==> config.mk <==
export PLATFORM = sky130hd
export DESIGN_NAME = frontend_top
export DESIGN_NICKNAME = d
export VERILOG_FILES = /design/src/verilog/fetch_pkg.sv /design/src/verilog/predict_pkg.sv /design/src/verilog/fetch_ctrl.sv /design/src/verilog/pc_gen.sv /design/src/verilog/branch_predictor.sv /design/src/verilog/inst_buffer.sv /design/src/verilog/frontend_top.sv
export VERILOG_INCLUDE_DIRS = /design/src /design/src/include
export SDC_FILE = /design/constraint.sdc
export NUM_CORES = 1
export LEC_CHECK = 0
export BUFFER_PORTS_ARGS = -buffer_cell sky130_fd_sc_hd__buf_2
export CAP_MARGIN = 25
export CORE_UTILIZATION = 53
export DETAILED_ROUTE_END_ITERATION = 8
export PLACE_DENSITY = 0.7
export REMOVE_ABC_BUFFERS = 1
export SLEW_MARGIN = 30
export SYNTH_ARGS = -nofsm -noshare
export SYNTH_HDL_FRONTEND = slang
export SYNTH_HIERARCHICAL = 1
export SYNTH_SLANG_ARGS = --single-unit
export TNS_END_PERCENT = 100
==> constraint.sdc <==
create_clock -name clk -period 6.96 [get_ports clk]
set_input_delay 0.348 -clock clk [delete_from_list [all_inputs] [get_ports clk]]
set_output_delay 0.348 -clock clk [all_outputs]
set_load 0.01 [all_outputs]
==> src/include/frontend_params.svh <==
`ifndef FRONTEND_PARAMS_SVH
`define FRONTEND_PARAMS_SVH

// data and address width.
`define XLEN 32

// first fetch address after reset.
`define RESET_PC 32'h0000_0100

// counter table and target buffer size.
`define BHT_ENTRIES 16

// index taken from pc bits 5:2.
`define BHT_IDX_W 4

// entries held toward the decoder.
`define IBUF_DEPTH 4

// read and write pointer width of the buffer.
`define IBUF_PTR_W 2

`endif

==> src/verilog/fetch_pkg.sv <==
`include "frontend_params.svh"

package fetch_pkg;

    // fetch control states.
    typedef enum logic [1:0] {
        FS_IDLE    = 2'd0,
        FS_REQ     = 2'd1,
        FS_DISCARD = 2'd2,
        FS_HOLD    = 2'd3
    } fetch_state_e;

    // one fetched instruction with its pc and prediction.
    typedef struct packed {
        logic [`XLEN-1:0] pc;
        logic [`XLEN-1:0] inst;
        logic             pred_taken;
        logic [`XLEN-1:0] pred_target;
    } ibuf_entry_t;

endpackage

==> src/verilog/predict_pkg.sv <==
`include "frontend_params.svh"

package predict_pkg;

    // opcode classes, encoded with the opcode field itself.
    typedef enum logic [6:0] {
        OPC_OTHER  = 7'b0000000,
        OPC_BRANCH = 7'b1100011,
        OPC_JAL    = 7'b1101111
    } op_class_e;

    // two-bit saturating counter.
    typedef logic [1:0] ctr2_t;

    localparam ctr2_t CTR_STRONG_NT = 2'd0;
    localparam ctr2_t CTR_WEAK_NT   = 2'd1;
    localparam ctr2_t CTR_WEAK_T    = 2'd2;
    localparam ctr2_t CTR_STRONG_T  = 2'd3;

    localparam int BTB_TAG_W = `XLEN - `BHT_IDX_W - 2;

    typedef struct packed {
        logic                 valid;
        logic [BTB_TAG_W-1:0] tag;
        logic [`XLEN-1:0]     target;
    } btb_entry_t;

    function automatic logic [`BHT_IDX_W-1:0] bht_index(input logic [`XLEN-1:0] pc);
        return pc[`BHT_IDX_W+1:2];
    endfunction

    function automatic logic [BTB_TAG_W-1:0] btb_tag(input logic [`XLEN-1:0] pc);
        return pc[`XLEN-1:`BHT_IDX_W+2];
    endfunction

endpackage

==> src/verilog/fetch_ctrl.sv <==
`timescale 1ns/100ps

`include "frontend_params.svh"

module fetch_ctrl (
    input  logic                  clk,
    input  logic                  arst_n,
    input  logic [`XLEN-1:0]      fetch_pc,
    output logic                  advance,
    input  logic                  redirect_valid,
    output logic                  wb_cyc,
    output logic                  wb_stb,
    output logic [`XLEN-1:0]      wb_adr,
    input  logic [`XLEN-1:0]      wb_dat_i,
    input  logic                  wb_ack,
    input  logic                  pred_taken,
    input  logic [`XLEN-1:0]      pred_target,
    output logic [`XLEN-1:0]      fetch_inst,
    output logic                  push,
    output fetch_pkg::ibuf_entry_t push_entry,
    input  logic                  ibuf_space
);
    import fetch_pkg::*;

    fetch_state_e     state;
    fetch_state_e     state_nxt;
    logic [`XLEN-1:0] beat_pc;
    logic             beat_done;

    assign beat_done = (state == FS_REQ) && wb_ack;

    // a redirect in the ack cycle drops the word.
    assign push    = beat_done && !redirect_valid;
    assign advance = push;

    always_comb begin
        state_nxt = state;
        case (state)
            FS_IDLE, FS_HOLD: begin
                // the buffer is flushed on redirect, so room is certain.
                if (redirect_valid || ibuf_space) begin
                    state_nxt = FS_REQ;
                end else begin
                    state_nxt = FS_HOLD;
                end
            end
            FS_REQ: begin
                if (wb_ack) begin
                    state_nxt = FS_IDLE;
                end else if (redirect_valid) begin
                    state_nxt = FS_DISCARD;
                end
            end
            FS_DISCARD: begin
                if (wb_ack) begin
                    state_nxt = FS_IDLE;
                end
            end
            default: state_nxt = FS_IDLE;
        endcase
    end

    always_ff @(posedge clk or negedge arst_n) begin
        if (!arst_n) begin
            state <= FS_IDLE;
        end else begin
            state <= state_nxt;
        end
    end

    // fetch_pc moves on redirect, so the overtaken beat keeps its own address.
    always_ff @(posedge clk) begin
        if (state == FS_REQ) begin
            beat_pc <= fetch_pc;
        end
    end

    assign wb_cyc     = (state == FS_REQ) || (state == FS_DISCARD);
    assign wb_stb     = wb_cyc;
    assign wb_adr     = (state == FS_DISCARD) ? beat_pc : fetch_pc;
    assign fetch_inst = wb_dat_i;

    assign push_entry = '{pc:          fetch_pc,
                          inst:        wb_dat_i,
                          pred_taken:  pred_taken,
                          pred_target: pred_target};

    a_adr_stable: assert property (@(posedge clk) disable iff (!arst_n)
        wb_stb && !wb_ack |=> $stable(wb_adr));

endmodule

==> src/verilog/pc_gen.sv <==
`timescale 1ns/100ps

`include "frontend_params.svh"

module pc_gen (
    input  logic             clk,
    input  logic             arst_n,
    input  logic             advance,
    input  logic             pred_taken,
    input  logic [`XLEN-1:0] pred_target,
    input  logic             redirect_valid,
    input  logic [`XLEN-1:0] redirect_pc,
    output logic [`XLEN-1:0] fetch_pc
);

    logic [`XLEN-1:0] next_pc;
    logic [`XLEN-1:0] seq_pc;

    assign seq_pc = fetch_pc + (`XLEN)'(4);

    // redirect wins over the predicted path.
    always_comb begin
        next_pc = fetch_pc;
        if (redirect_valid) begin
            next_pc = redirect_pc;
        end else if (advance) begin
            next_pc = pred_taken ? pred_target : seq_pc;
        end
    end

    always_ff @(posedge clk or negedge arst_n) begin
        if (!arst_n) begin
            fetch_pc <= `RESET_PC;
        end else begin
            fetch_pc <= {next_pc[`XLEN-1:2], 2'b00};
        end
    end

    // every source of the next pc is word aligned.
    a_pc_aligned: assert property (@(posedge clk) disable iff (!arst_n)
        next_pc[1:0] == 2'b00);

endmodule

==> src/verilog/branch_predictor.sv <==
`timescale 1ns/100ps

`include "frontend_params.svh"

module branch_predictor (
    input  logic             clk,
    input  logic             arst_n,
    input  logic [`XLEN-1:0] fetch_pc,
    input  logic [`XLEN-1:0] fetch_inst,
    output logic             pred_taken,
    output logic [`XLEN-1:0] pred_target,
    input  logic             upd_valid,
    input  logic [`XLEN-1:0] upd_pc,
    input  logic             upd_taken,
    input  logic [`XLEN-1:0] upd_target
);
    import predict_pkg::*;

    ctr2_t                 ctr_tbl [`BHT_ENTRIES];
    logic [`BHT_ENTRIES-1:0] btb_valid;
    logic [BTB_TAG_W-1:0]  btb_tag_mem [`BHT_ENTRIES];
    logic [`XLEN-1:0]      btb_target_mem [`BHT_ENTRIES];

    logic [`BHT_IDX_W-1:0] rd_idx;
    logic [`BHT_IDX_W-1:0] upd_idx;
    op_class_e             op_class;
    btb_entry_t            btb_rd;
    ctr2_t                 ctr_rd;
    ctr2_t                 ctr_upd;
    logic                  btb_hit;

    assign rd_idx  = bht_index(fetch_pc);
    assign upd_idx = bht_index(upd_pc);

    // pre-decode of the returned word.
    always_comb begin
        case (fetch_inst[6:0])
            OPC_BRANCH, OPC_JAL: op_class = op_class_e'(fetch_inst[6:0]);
            default:             op_class = OPC_OTHER;
        endcase
    end

    assign btb_rd = '{valid:  btb_valid[rd_idx],
                      tag:    btb_tag_mem[rd_idx],
                      target: btb_target_mem[rd_idx]};
    assign ctr_rd = ctr_tbl[rd_idx];

    assign btb_hit     = btb_rd.valid && (btb_rd.tag == btb_tag(fetch_pc));
    assign pred_taken  = btb_hit && ((op_class == OPC_JAL) ||
                         ((op_class == OPC_BRANCH) && (ctr_rd >= CTR_WEAK_T)));
    assign pred_target = btb_rd.target;

    // saturating step of the trained counter.
    always_comb begin
        ctr_upd = ctr_tbl[upd_idx];
        if (upd_taken && (ctr_upd != CTR_STRONG_T)) begin
            ctr_upd = ctr_upd + ctr2_t'(1);
        end else if (!upd_taken && (ctr_upd != CTR_STRONG_NT)) begin
            ctr_upd = ctr_upd - ctr2_t'(1);
        end
    end

    always_ff @(posedge clk or negedge arst_n) begin
        if (!arst_n) begin
            for (int i = 0; i < `BHT_ENTRIES; i++) begin
                ctr_tbl[i] <= CTR_WEAK_NT;
            end
            btb_valid <= '0;
        end else if (upd_valid) begin
            ctr_tbl[upd_idx] <= ctr_upd;
            if (upd_taken) begin
                btb_valid[upd_idx] <= 1'b1;
            end
        end
    end

    always_ff @(posedge clk) begin
        if (upd_valid && upd_taken) begin
            btb_tag_mem[upd_idx]    <= btb_tag(upd_pc);
            btb_target_mem[upd_idx] <= upd_target;
        end
    end

endmodule

==> src/verilog/inst_buffer.sv <==
`timescale 1ns/100ps

`include "frontend_params.svh"

module inst_buffer (
    input  logic                   clk,
    input  logic                   arst_n,
    input  logic                   flush,
    input  logic                   push,
    input  fetch_pkg::ibuf_entry_t push_entry,
    output logic                   space,
    output logic                   full,
    output logic                   dec_valid,
    output logic [`XLEN-1:0]       dec_pc,
    output logic [`XLEN-1:0]       dec_inst,
    output logic                   dec_pred_taken,
    output logic [`XLEN-1:0]       dec_pred_target,
    input  logic                   dec_ready
);
    import fetch_pkg::*;

    ibuf_entry_t             mem [`IBUF_DEPTH];
    logic [`IBUF_PTR_W-1:0]  wr_ptr;
    logic [`IBUF_PTR_W-1:0]  rd_ptr;
    logic [`IBUF_PTR_W:0]    count;
    logic [`IBUF_PTR_W+1:0]  held;
    logic                    pop;
    ibuf_entry_t             head;

    assign pop = dec_valid && dec_ready;

    // a word pushed this cycle already holds a slot.
    assign held  = {1'b0, count} + (`IBUF_PTR_W+2)'(push);
    assign space = held < (`IBUF_PTR_W+2)'(`IBUF_DEPTH);
    assign full  = count == (`IBUF_PTR_W+1)'(`IBUF_DEPTH);

    always_ff @(posedge clk or negedge arst_n) begin
        if (!arst_n) begin
            wr_ptr <= '0;
            rd_ptr <= '0;
            count  <= '0;
        end else if (flush) begin
            wr_ptr <= '0;
            rd_ptr <= '0;
            count  <= '0;
        end else begin
            if (push) begin
                wr_ptr <= wr_ptr + 1'b1;
            end
            if (pop) begin
                rd_ptr <= rd_ptr + 1'b1;
            end
            case ({push, pop})
                2'b10:   count <= count + 1'b1;
                2'b01:   count <= count - 1'b1;
                default: count <= count;
            endcase
        end
    end

    always_ff @(posedge clk) begin
        if (push && !flush) begin
            mem[wr_ptr] <= push_entry;
        end
    end

    assign head = mem[rd_ptr];

    assign dec_valid       = count != '0;
    assign dec_pc          = head.pc;
    assign dec_inst        = head.inst;
    assign dec_pred_taken  = head.pred_taken;
    assign dec_pred_target = head.pred_target;

    // fetch control must hold off before the last slot is taken.
    a_no_push_full: assert property (@(posedge clk) disable iff (!arst_n)
        push |-> !full);

    // equal pointers below full mean the queue is empty.
    a_no_pop_empty: assert property (@(posedge clk) disable iff (!arst_n)
        pop |-> (rd_ptr != wr_ptr) || full);

endmodule

==> src/verilog/frontend_top.sv <==
`timescale 1ns/100ps

`include "frontend_params.svh"

module frontend_top (
    input  logic             clk,
    input  logic             arst_n,

    // wishbone read master toward instruction memory.
    output logic             wb_cyc,
    output logic             wb_stb,
    output logic [`XLEN-1:0] wb_adr,
    input  logic [`XLEN-1:0] wb_dat_i,
    input  logic             wb_ack,

    // decoder side.
    output logic             dec_valid,
    input  logic             dec_ready,
    output logic [`XLEN-1:0] dec_pc,
    output logic [`XLEN-1:0] dec_inst,
    output logic             dec_pred_taken,
    output logic [`XLEN-1:0] dec_pred_target,

    // backend side.
    input  logic             redirect_valid,
    input  logic [`XLEN-1:0] redirect_pc,
    input  logic             upd_valid,
    input  logic [`XLEN-1:0] upd_pc,
    input  logic             upd_taken,
    input  logic [`XLEN-1:0] upd_target,
    output logic             buffer_full
);
    import fetch_pkg::*;

    // reads only, so the bus write enable stays low and is not brought out.
    logic [`XLEN-1:0] fetch_pc;
    logic [`XLEN-1:0] fetch_inst;
    logic             advance;
    logic             pred_taken;
    logic [`XLEN-1:0] pred_target;
    logic             push;
    ibuf_entry_t      push_entry;
    logic             ibuf_space;

    fetch_ctrl u_fetch_ctrl (
        .clk,
        .arst_n,
        .fetch_pc,
        .advance,
        .redirect_valid,
        .wb_cyc,
        .wb_stb,
        .wb_adr,
        .wb_dat_i,
        .wb_ack,
        .pred_taken,
        .pred_target,
        .fetch_inst,
        .push,
        .push_entry,
        .ibuf_space
    );

    pc_gen u_pc_gen (
        .clk,
        .arst_n,
        .advance,
        .pred_taken,
        .pred_target,
        .redirect_valid,
        .redirect_pc,
        .fetch_pc
    );

    branch_predictor u_branch_predictor (
        .clk,
        .arst_n,
        .fetch_pc,
        .fetch_inst,
        .pred_taken,
        .pred_target,
        .upd_valid,
        .upd_pc,
        .upd_taken,
        .upd_target
    );

    inst_buffer u_inst_buffer (
        .clk,
        .arst_n,
        .flush(redirect_valid),
        .push,
        .push_entry,
        .space(ibuf_space),
        .full(buffer_full),
        .dec_valid,
        .dec_pc,
        .dec_inst,
        .dec_pred_taken,
        .dec_pred_target,
        .dec_ready
    );

endmodule

==> results by group, run 1 <==
Floorplan
  – Initial Utilization: 0.535
  – Die X: 331 microns
  – Die Y: about 330 microns
  – Total Die Area: 109000 sq um
  – Floorplan core area: between 100000 and 150000 sq um
  – I/O pin count: 268
  – Site row count: 120

CTS
  – Deepest clock path buffer count: 3
  – Later-pin clock latency in the skew report: ~0.76 ns
  – Clk sink count: between 1000 and 1500
  – Post-CTS Resized: 0
  – CTS tree: built
  – Clock H-tree levels: 4
  – Root Driver: clkbuf_16
  – CTS buffer count: 145
  – Clk pin slew, worst setup/hold paths: 0.06 ns

Route
  – DR top layer: met5
  – Metal3 WL: 11.6 mm
  – Vias per cell: around 6.2
  – DRC: 0
  – Vias after detailed routing: approximately 28000
  – Met2 WL: ~67 mm
  – Final ANT Viol Nets: 0
  – Metal-1 WL: approximately 55 mm
  – First-pass iteration count of the detailed router: 6
  – WL final: around 140 mm
  – Initial drt markers: between 3000 and 4000
  – Wire per inst: 29.9 microns

Final layout
  – Area grow syn2layout: 13.8%
  – Share of layout cells above drive strength 1: 0.331
  – Non-Filler Instances: between 4000 and 5000
  – Nets: about 3200

Synth
  – Syn Inst Count: ~2700
  – Synth Cell Area: around 57000 sq um
  – Mean post-synth cell area: 21.5 sq um
  – Yosys warning count: 6

Global routing
  – Global-route wire length before repair: ~200 mm
  – Total global routing overflow: 0
  – Vias in the first global route: about 29000
  – GRT Overall Usage: 0.251
  – Largest net degree at the start of global routing: 107
  – Initial antenna violation count: 12

Worst setup path
  – Nature of the critical path endpoint: register
  – Setup CP Type: register to register
  – Worst setup SP type: register
  – Reg2reg start: u_pc_gen/fetch_pc[3]$_DFFE_PN0P_
  – Worst Path Arrival: about 5.7 ns
  – Critical path startpoint: u_pc_gen/fetch_pc[3]$_DFFE_PN0P_
  – CP max FO: 100
  – Data required time at the worst endpoint: 7.58 ns

Place
  – Dpl hpwl: roughly 79 mm
  – Placed Cells: a little over 4000
  – GP Congestion: approximately 0.85
  – Port Buffer Count: between 200 and 300

STA
  – Worst-Margin Slew: between 0.9 and 1 ns
  – Final setup fails: 0
  – Period utilization: 0.732
  – Setup_tns: 0 ns
  – Fmax: roughly 200 MHz
  – Final Hold Viols: 0
  – Max-slew headroom: 0.397
  – Clk_skew: around 0.031 ns
  – Minimum clock period: just over 5 ns
  – Unrepaired setup endpoints after global routing: no
  – Pins Over Slew Limit: 0
  – WHS: around 0.027 ns

Min path
  – Hold path startpoint: redirect_pc[8]
  – Hold WC Path Type: input port to register

Power and ir drop
  – Leak: 21.3 nW
  – P per Cell Area: approximately 320 nW/um^2
  – VDD IR max: roughly 0.24 mV

Flow run
  – Max-capacitance violation count: 0

Outcome
  – Status: complete, no violations
-- worst max-delay path, cell delays in order (launching register included) --
cell     delay, ns
dfrtp_4       0.72
buf_12        0.56
buf_4         0.44
mux4_2        0.37
mux2i_1       0.21
xnor2_1       0.14
nor3_1        0.57
nand3_1       0.14
o22ai_1       0.27
nor4b_4       0.27
buf_4         0.34
or3b_2        0.55
or3_1         0.20
nand3_1       0.07
-- area by class of cell --
class	instances	area [sq um]
flip-flops and latches	1435	42700
fillers	7386	42000
multi-input cells	973	13100
clock buffers	185	3880
repair buffers	440	3010
well taps	1403	1760
clock inverters	74	708
inverters	20	75.1
diodes	11	27.5
-- metrics by stage --
step                      cell area [sq um]  worst slack [ns]  total power (W)  utilization
after detailed placement              59400              1.93           0.0137        0.554
after floorplan                       55700             -5.94           0.0128            -
after global routing                  65200              1.66           0.0218        0.608
after global placement                59400              1.97           0.0136        0.554
after CTS                             65200              1.93           0.0212        0.608
final                                 65200              1.86           0.0211        0.608
-- metal layers --
layer | track usage | vias up
met2 | 0.405 | 1320
met1 | 0.356 | 15100
li1 | - | 11600
met5 | 0 | -
met4 | 0.0607 | 8
met3 | 0.0513 | 177
-- layout by cell type (no fill, tap or decap), types with 21 or more instances in the layout --
master / count
mux2i_1: 47
clkinv_1: 28
xor2_1: 27
xnor2_1: 49
buf_2: 262
clkbuf_1: 34
dlygate4sd3_1: 122
nand2_1: 61
nor2b_1: 24
mux2_4: 30
nor2_1: 43
mux4_2: 369
edfxtp_1: 1348
buf_4: 51
a21oi_1: 32
o21ai_0: 21
clkbuf_16: 149
dfrtp_1: 64
mux2_2: 39
-- final timing paths --
kind                                                                     to  slack [ns]  cells after the start
worst max-delay path                      u_pc_gen/fetch_pc[20]$_DFFE_PN0P_        1.86                     13
worst min-delay path                       u_pc_gen/fetch_pc[8]$_DFFE_PN1P_        0.03                      3
worst max register to register            u_pc_gen/fetch_pc[20]$_DFFE_PN0P_        1.86                     13
worst min register to register  u_branch_predictor/btb_valid[1]$_DFFE_PN0P_        0.47                      1
max in group asynchronous                  u_pc_gen/fetch_pc[2]$_DFFE_PN0P_        5.49                      3
min in group asynchronous         u_branch_predictor/ctr_tbl[3]$_DFFE_PN0P_        0.14                      2
-- report_power, final --
group / internal [W] / total, W / leakage (nW) / switching [W]
logic: 0.00152 / 0.00323 / 5.85 / 0.00171
registers: 0.00995 / 0.0103 / 13.2 / 0.000368
clock network: 0.00442 / 0.00755 / 2.22 / 0.00313
-- flip-flops by register name, summed over array words and instances, names as in the netlist --
name and flops:
u_branch_predictor/btb_tag_mem 416, u_branch_predictor/btb_target_mem 512, u_branch_predictor/btb_valid 16, u_branch_predictor/ctr_tbl 32
u_fetch_ctrl/beat_pc 32, u_fetch_ctrl/state 2, u_inst_buffer/count 3, u_inst_buffer/mem 388
u_inst_buffer/rd_ptr 2, u_inst_buffer/wr_ptr 2, u_pc_gen/fetch_pc 30
-- timing repair --
action / 4_1_cts / 5_1_grt
buffers inserted: 0 / 0
endpoints found under the setup margin: 0 / 0
hold buffers: 122 / 0
endpoints found under the hold margin: 1121 / 0
No activity file was read; power rests on OpenSTA's default activity.
==> run 2, diff against run 1 <==
Settings changed: PLACE_DENSITY 0.7 to 0.73.
Clock period 6.96 ns to 4.3 ns, I/O delays scaled along.
==> run 2 against run 1 <==
Compared with the run above:
- critical endpoint unchanged
- sequential power is 61% higher
- hold slack better by 0.067 ns
- clock skew is 0.0091 ns lower
- fmax is 26% higher
- highest routed layer unchanged
- power is 62% higher
- die area stayed put
- wire length is 2.9% higher
- flip-flop and latch count stayed put
- clock power is 60% higher
- utilization is 0.56 points higher
- global-route usage is 0.68 points higher
- combinational power is 70% higher
==> results by group, run 2 (synthesized netlist as in run 1, its figures left out) <==
Power and ir drop
  – VDD IR max: approximately 0.43 mV
  – P per Cell Area: about 520 nW/um^2
  – Leak: around 22 nW
  – Tot Pwr: ~0.034 W

Worst setup path
  – R2R setup slack: around 0.25 ns
  – Setup CP Type: register to register
  – R2R cell count: 11
  – CP Cell Sequence: clkinv_1 -> buf_4 -> o21ai_0 -> a21oi_1 -> and4_1 -> o2111ai_1 -> nor4b_4 -> buf_12 -> or3b_2 -> or3_1 -> nand3_1
  – CP max FO: 22
  – Crit. path cell count: 11
  – Crit-path slowest cell: or3b_2
  – Worst Path Arrival: about 4.7 ns
  – Nature of the critical path endpoint: register
  – Data required time at the worst endpoint: approximately 5 ns
  – Largest stage delay, worst path: between 0.6 and 0.7 ns
  – Bufs and invs on worst path: 3
  – Reg2reg start: u_pc_gen/fetch_pc[4]$_DFFE_PN0P_
  – End point of the critical path: u_pc_gen/fetch_pc[20]$_DFFE_PN0P_
  – FF-to-FF End: u_pc_gen/fetch_pc[20]$_DFFE_PN0P_
  – Worst setup SP type: register
  – Critical path startpoint: u_pc_gen/fetch_pc[4]$_DFFE_PN0P_
  – CP top delay family: simple AND/OR/NAND/NOR gates

Final layout
  – Largest regs: u_branch_predictor/btb_target_mem: 512 flops, u_branch_predictor/btb_tag_mem: 416 flops, u_inst_buffer/mem: 388 flops
  – Non-Filler Instances: 4596
  – Largest reg by FF count: u_branch_predictor/btb_target_mem
  – Number of flip-flops in the largest register: around 500
  – Most frequent cells in the layout: 1348 x edfxtp_1, 369 x mux4_2, 262 x buf_2
  – Share of layout cells above drive strength 1: 0.342
  – Fillers: about 7300
  – Area of the multi-input gates: 13100 sq um
  – Area grow syn2layout: 14.8%
  – Nets: about 3200
  – Storage element area: roughly 43000 sq um
  – Most common cell after layout, fill and taps aside: edfxtp_1

STA
  – Unrepaired setup endpoints after global routing: no
  – WHS: between 0.09 and 0.1 ns
  – Fmax: between 200 and 250 MHz
  – Clk_skew: around 0.022 ns
  – Final Hold Viols: 0
  – Setup_tns: 0 ns
  – Worst-Margin Slew: between 1 and 1.5 ns
  – Setup ws final: 0.251 ns
  – Final setup fails: 0
  – Minimum clock period: 4.05 ns
  – Pins Over Slew Limit: 0
  – Period utilization: 0.942
  – Max-slew headroom: 0.298

Floorplan
  – Site row count: 120
  – Floorplan core area: around 110000 sq um
  – Die X: roughly 330 microns
  – Initial Utilization: 0.535
  – Total Die Area: between 100000 and 150000 sq um
  – I/O pin count: roughly 270
  – Die Y: roughly 330 microns

Outcome
  – Status: complete, no violations

Global routing
  – Largest net degree at the start of global routing: 74
  – Total global routing overflow: 0
  – GRT Overall Usage: 0.258
  – Global-route wire length before repair: between 200 and 250 mm
  – Initial antenna violation count: 10
  – Vias in the first global route: a little under 30000

Route
  – Vias per cell: between 6 and 7
  – Initial drt markers: approximately 3300
  – Wire per inst: 30.4 microns
  – First-pass iteration count of the detailed router: 8
  – DRC: 0
  – Vias after detailed routing: roughly 29000
  – WL final: between 100 and 150 mm
  – Final ANT Viol Nets: 0

Place
  – Port Buffer Count: between 200 and 300
  – Placed Cells: 4204
  – Dpl hpwl: 83.4 mm
  – DP Worst Slack: 0.380 ns
  – GP Congestion: 0.902

Min path
  – Hold WC Path Type: input port to async pin

CTS
  – Post-CTS Resized: 0
  – Clock H-tree levels: 4
  – CTS buffer count: around 140
  – Later-pin clock latency in the skew report: approximately 0.76 ns
  – CTS tree: built
  – Clk sink count: 1435
  – Clk pin slew, worst setup/hold paths: ~0.060 ns
  – Deepest clock path buffer count: 3
  – Root Driver: clkbuf_16

Flow run
  – Max-capacitance violation count: 0
run 2: cell count changes in the layout (fill, tap and decap cells not counted), sizes merged:
cell | previous run | this run
diode | 11 | 6
buf | 318 | 374
clkinv | 48 | 65
bufinv | 13 | 11
dlygate4sd3 | 122 | 123
clkbuf | 185 | 179
clkinvlp | 8 | 3
inv | 25 | 24
run 2: area by class of cell:
cell class / count / share of cell area
diodes: 6 / 0.000228
clock buffers: 179 / 0.0572
clock inverters: 83 / 0.0118
inverters: 20 / 0.00114
multi-input cells: 973 / 0.198
flip-flops and latches: 1435 / 0.649
well taps: 1403 / 0.0267
repair buffers: 497 / 0.0558
run 2: how the worst min path moves through the flow:
stage                                                              to  slack (ns)
final                      u_branch_predictor/ctr_tbl[21]$_DFFE_PN0P_        0.09
after global routing        u_branch_predictor/ctr_tbl[3]$_DFFE_PN0P_        0.14
after CTS                  u_branch_predictor/ctr_tbl[20]$_DFFE_PN1P_        0.08
after detailed placement   u_branch_predictor/ctr_tbl[23]$_DFFE_PN0P_        0.33
after global placement     u_branch_predictor/ctr_tbl[23]$_DFFE_PN0P_        0.31
after floorplan           u_branch_predictor/btb_valid[0]$_DFFE_PN0P_       -0.08
run 2: where the power goes:
part	leakage, nW	total [W]	switching [W]	internal (W)
sequential	13.2	0.0166	0.000535	0.0161
clock	2.22	0.0121	0.00515	0.00691
combinational	6.19	0.00548	0.00291	0.00257
run 2: timing repair:
item                      in CTS  in global routing
setup buffers                  0                  0
hold endpoints to repair    1148                  0
hold buffers                 123                  0
run 2: worst reg2reg max path: stages (launching register included):
cell and delay (ns):
dfrtp_4 0.58, clkinv_1 0.46, buf_4 0.41, o21ai_0 0.44, a21oi_1 0.12, and4_1 0.23, o2111ai_1 0.37, nor4b_4 0.09
buf_12 0.19, or3b_2 0.62, or3_1 0.39, nand3_1 0.09
run 2: metrics by stage:
stage	utilization	area [sq um]
after floorplan	-	55700
after global placement	0.560	60000
after detailed placement	0.560	60000
after CTS	0.613	65800
after global routing	0.614	65800
final	0.614	65800
run 2: per-layer routing:
metal,part of all wire,vias up,track usage
met5,0.00044,-,0
met4,0.030,10,0.0821
met3,0.11,281,0.0671
met2,0.49,1751,0.413
met1,0.38,15200,0.349
li1,-,11700,-
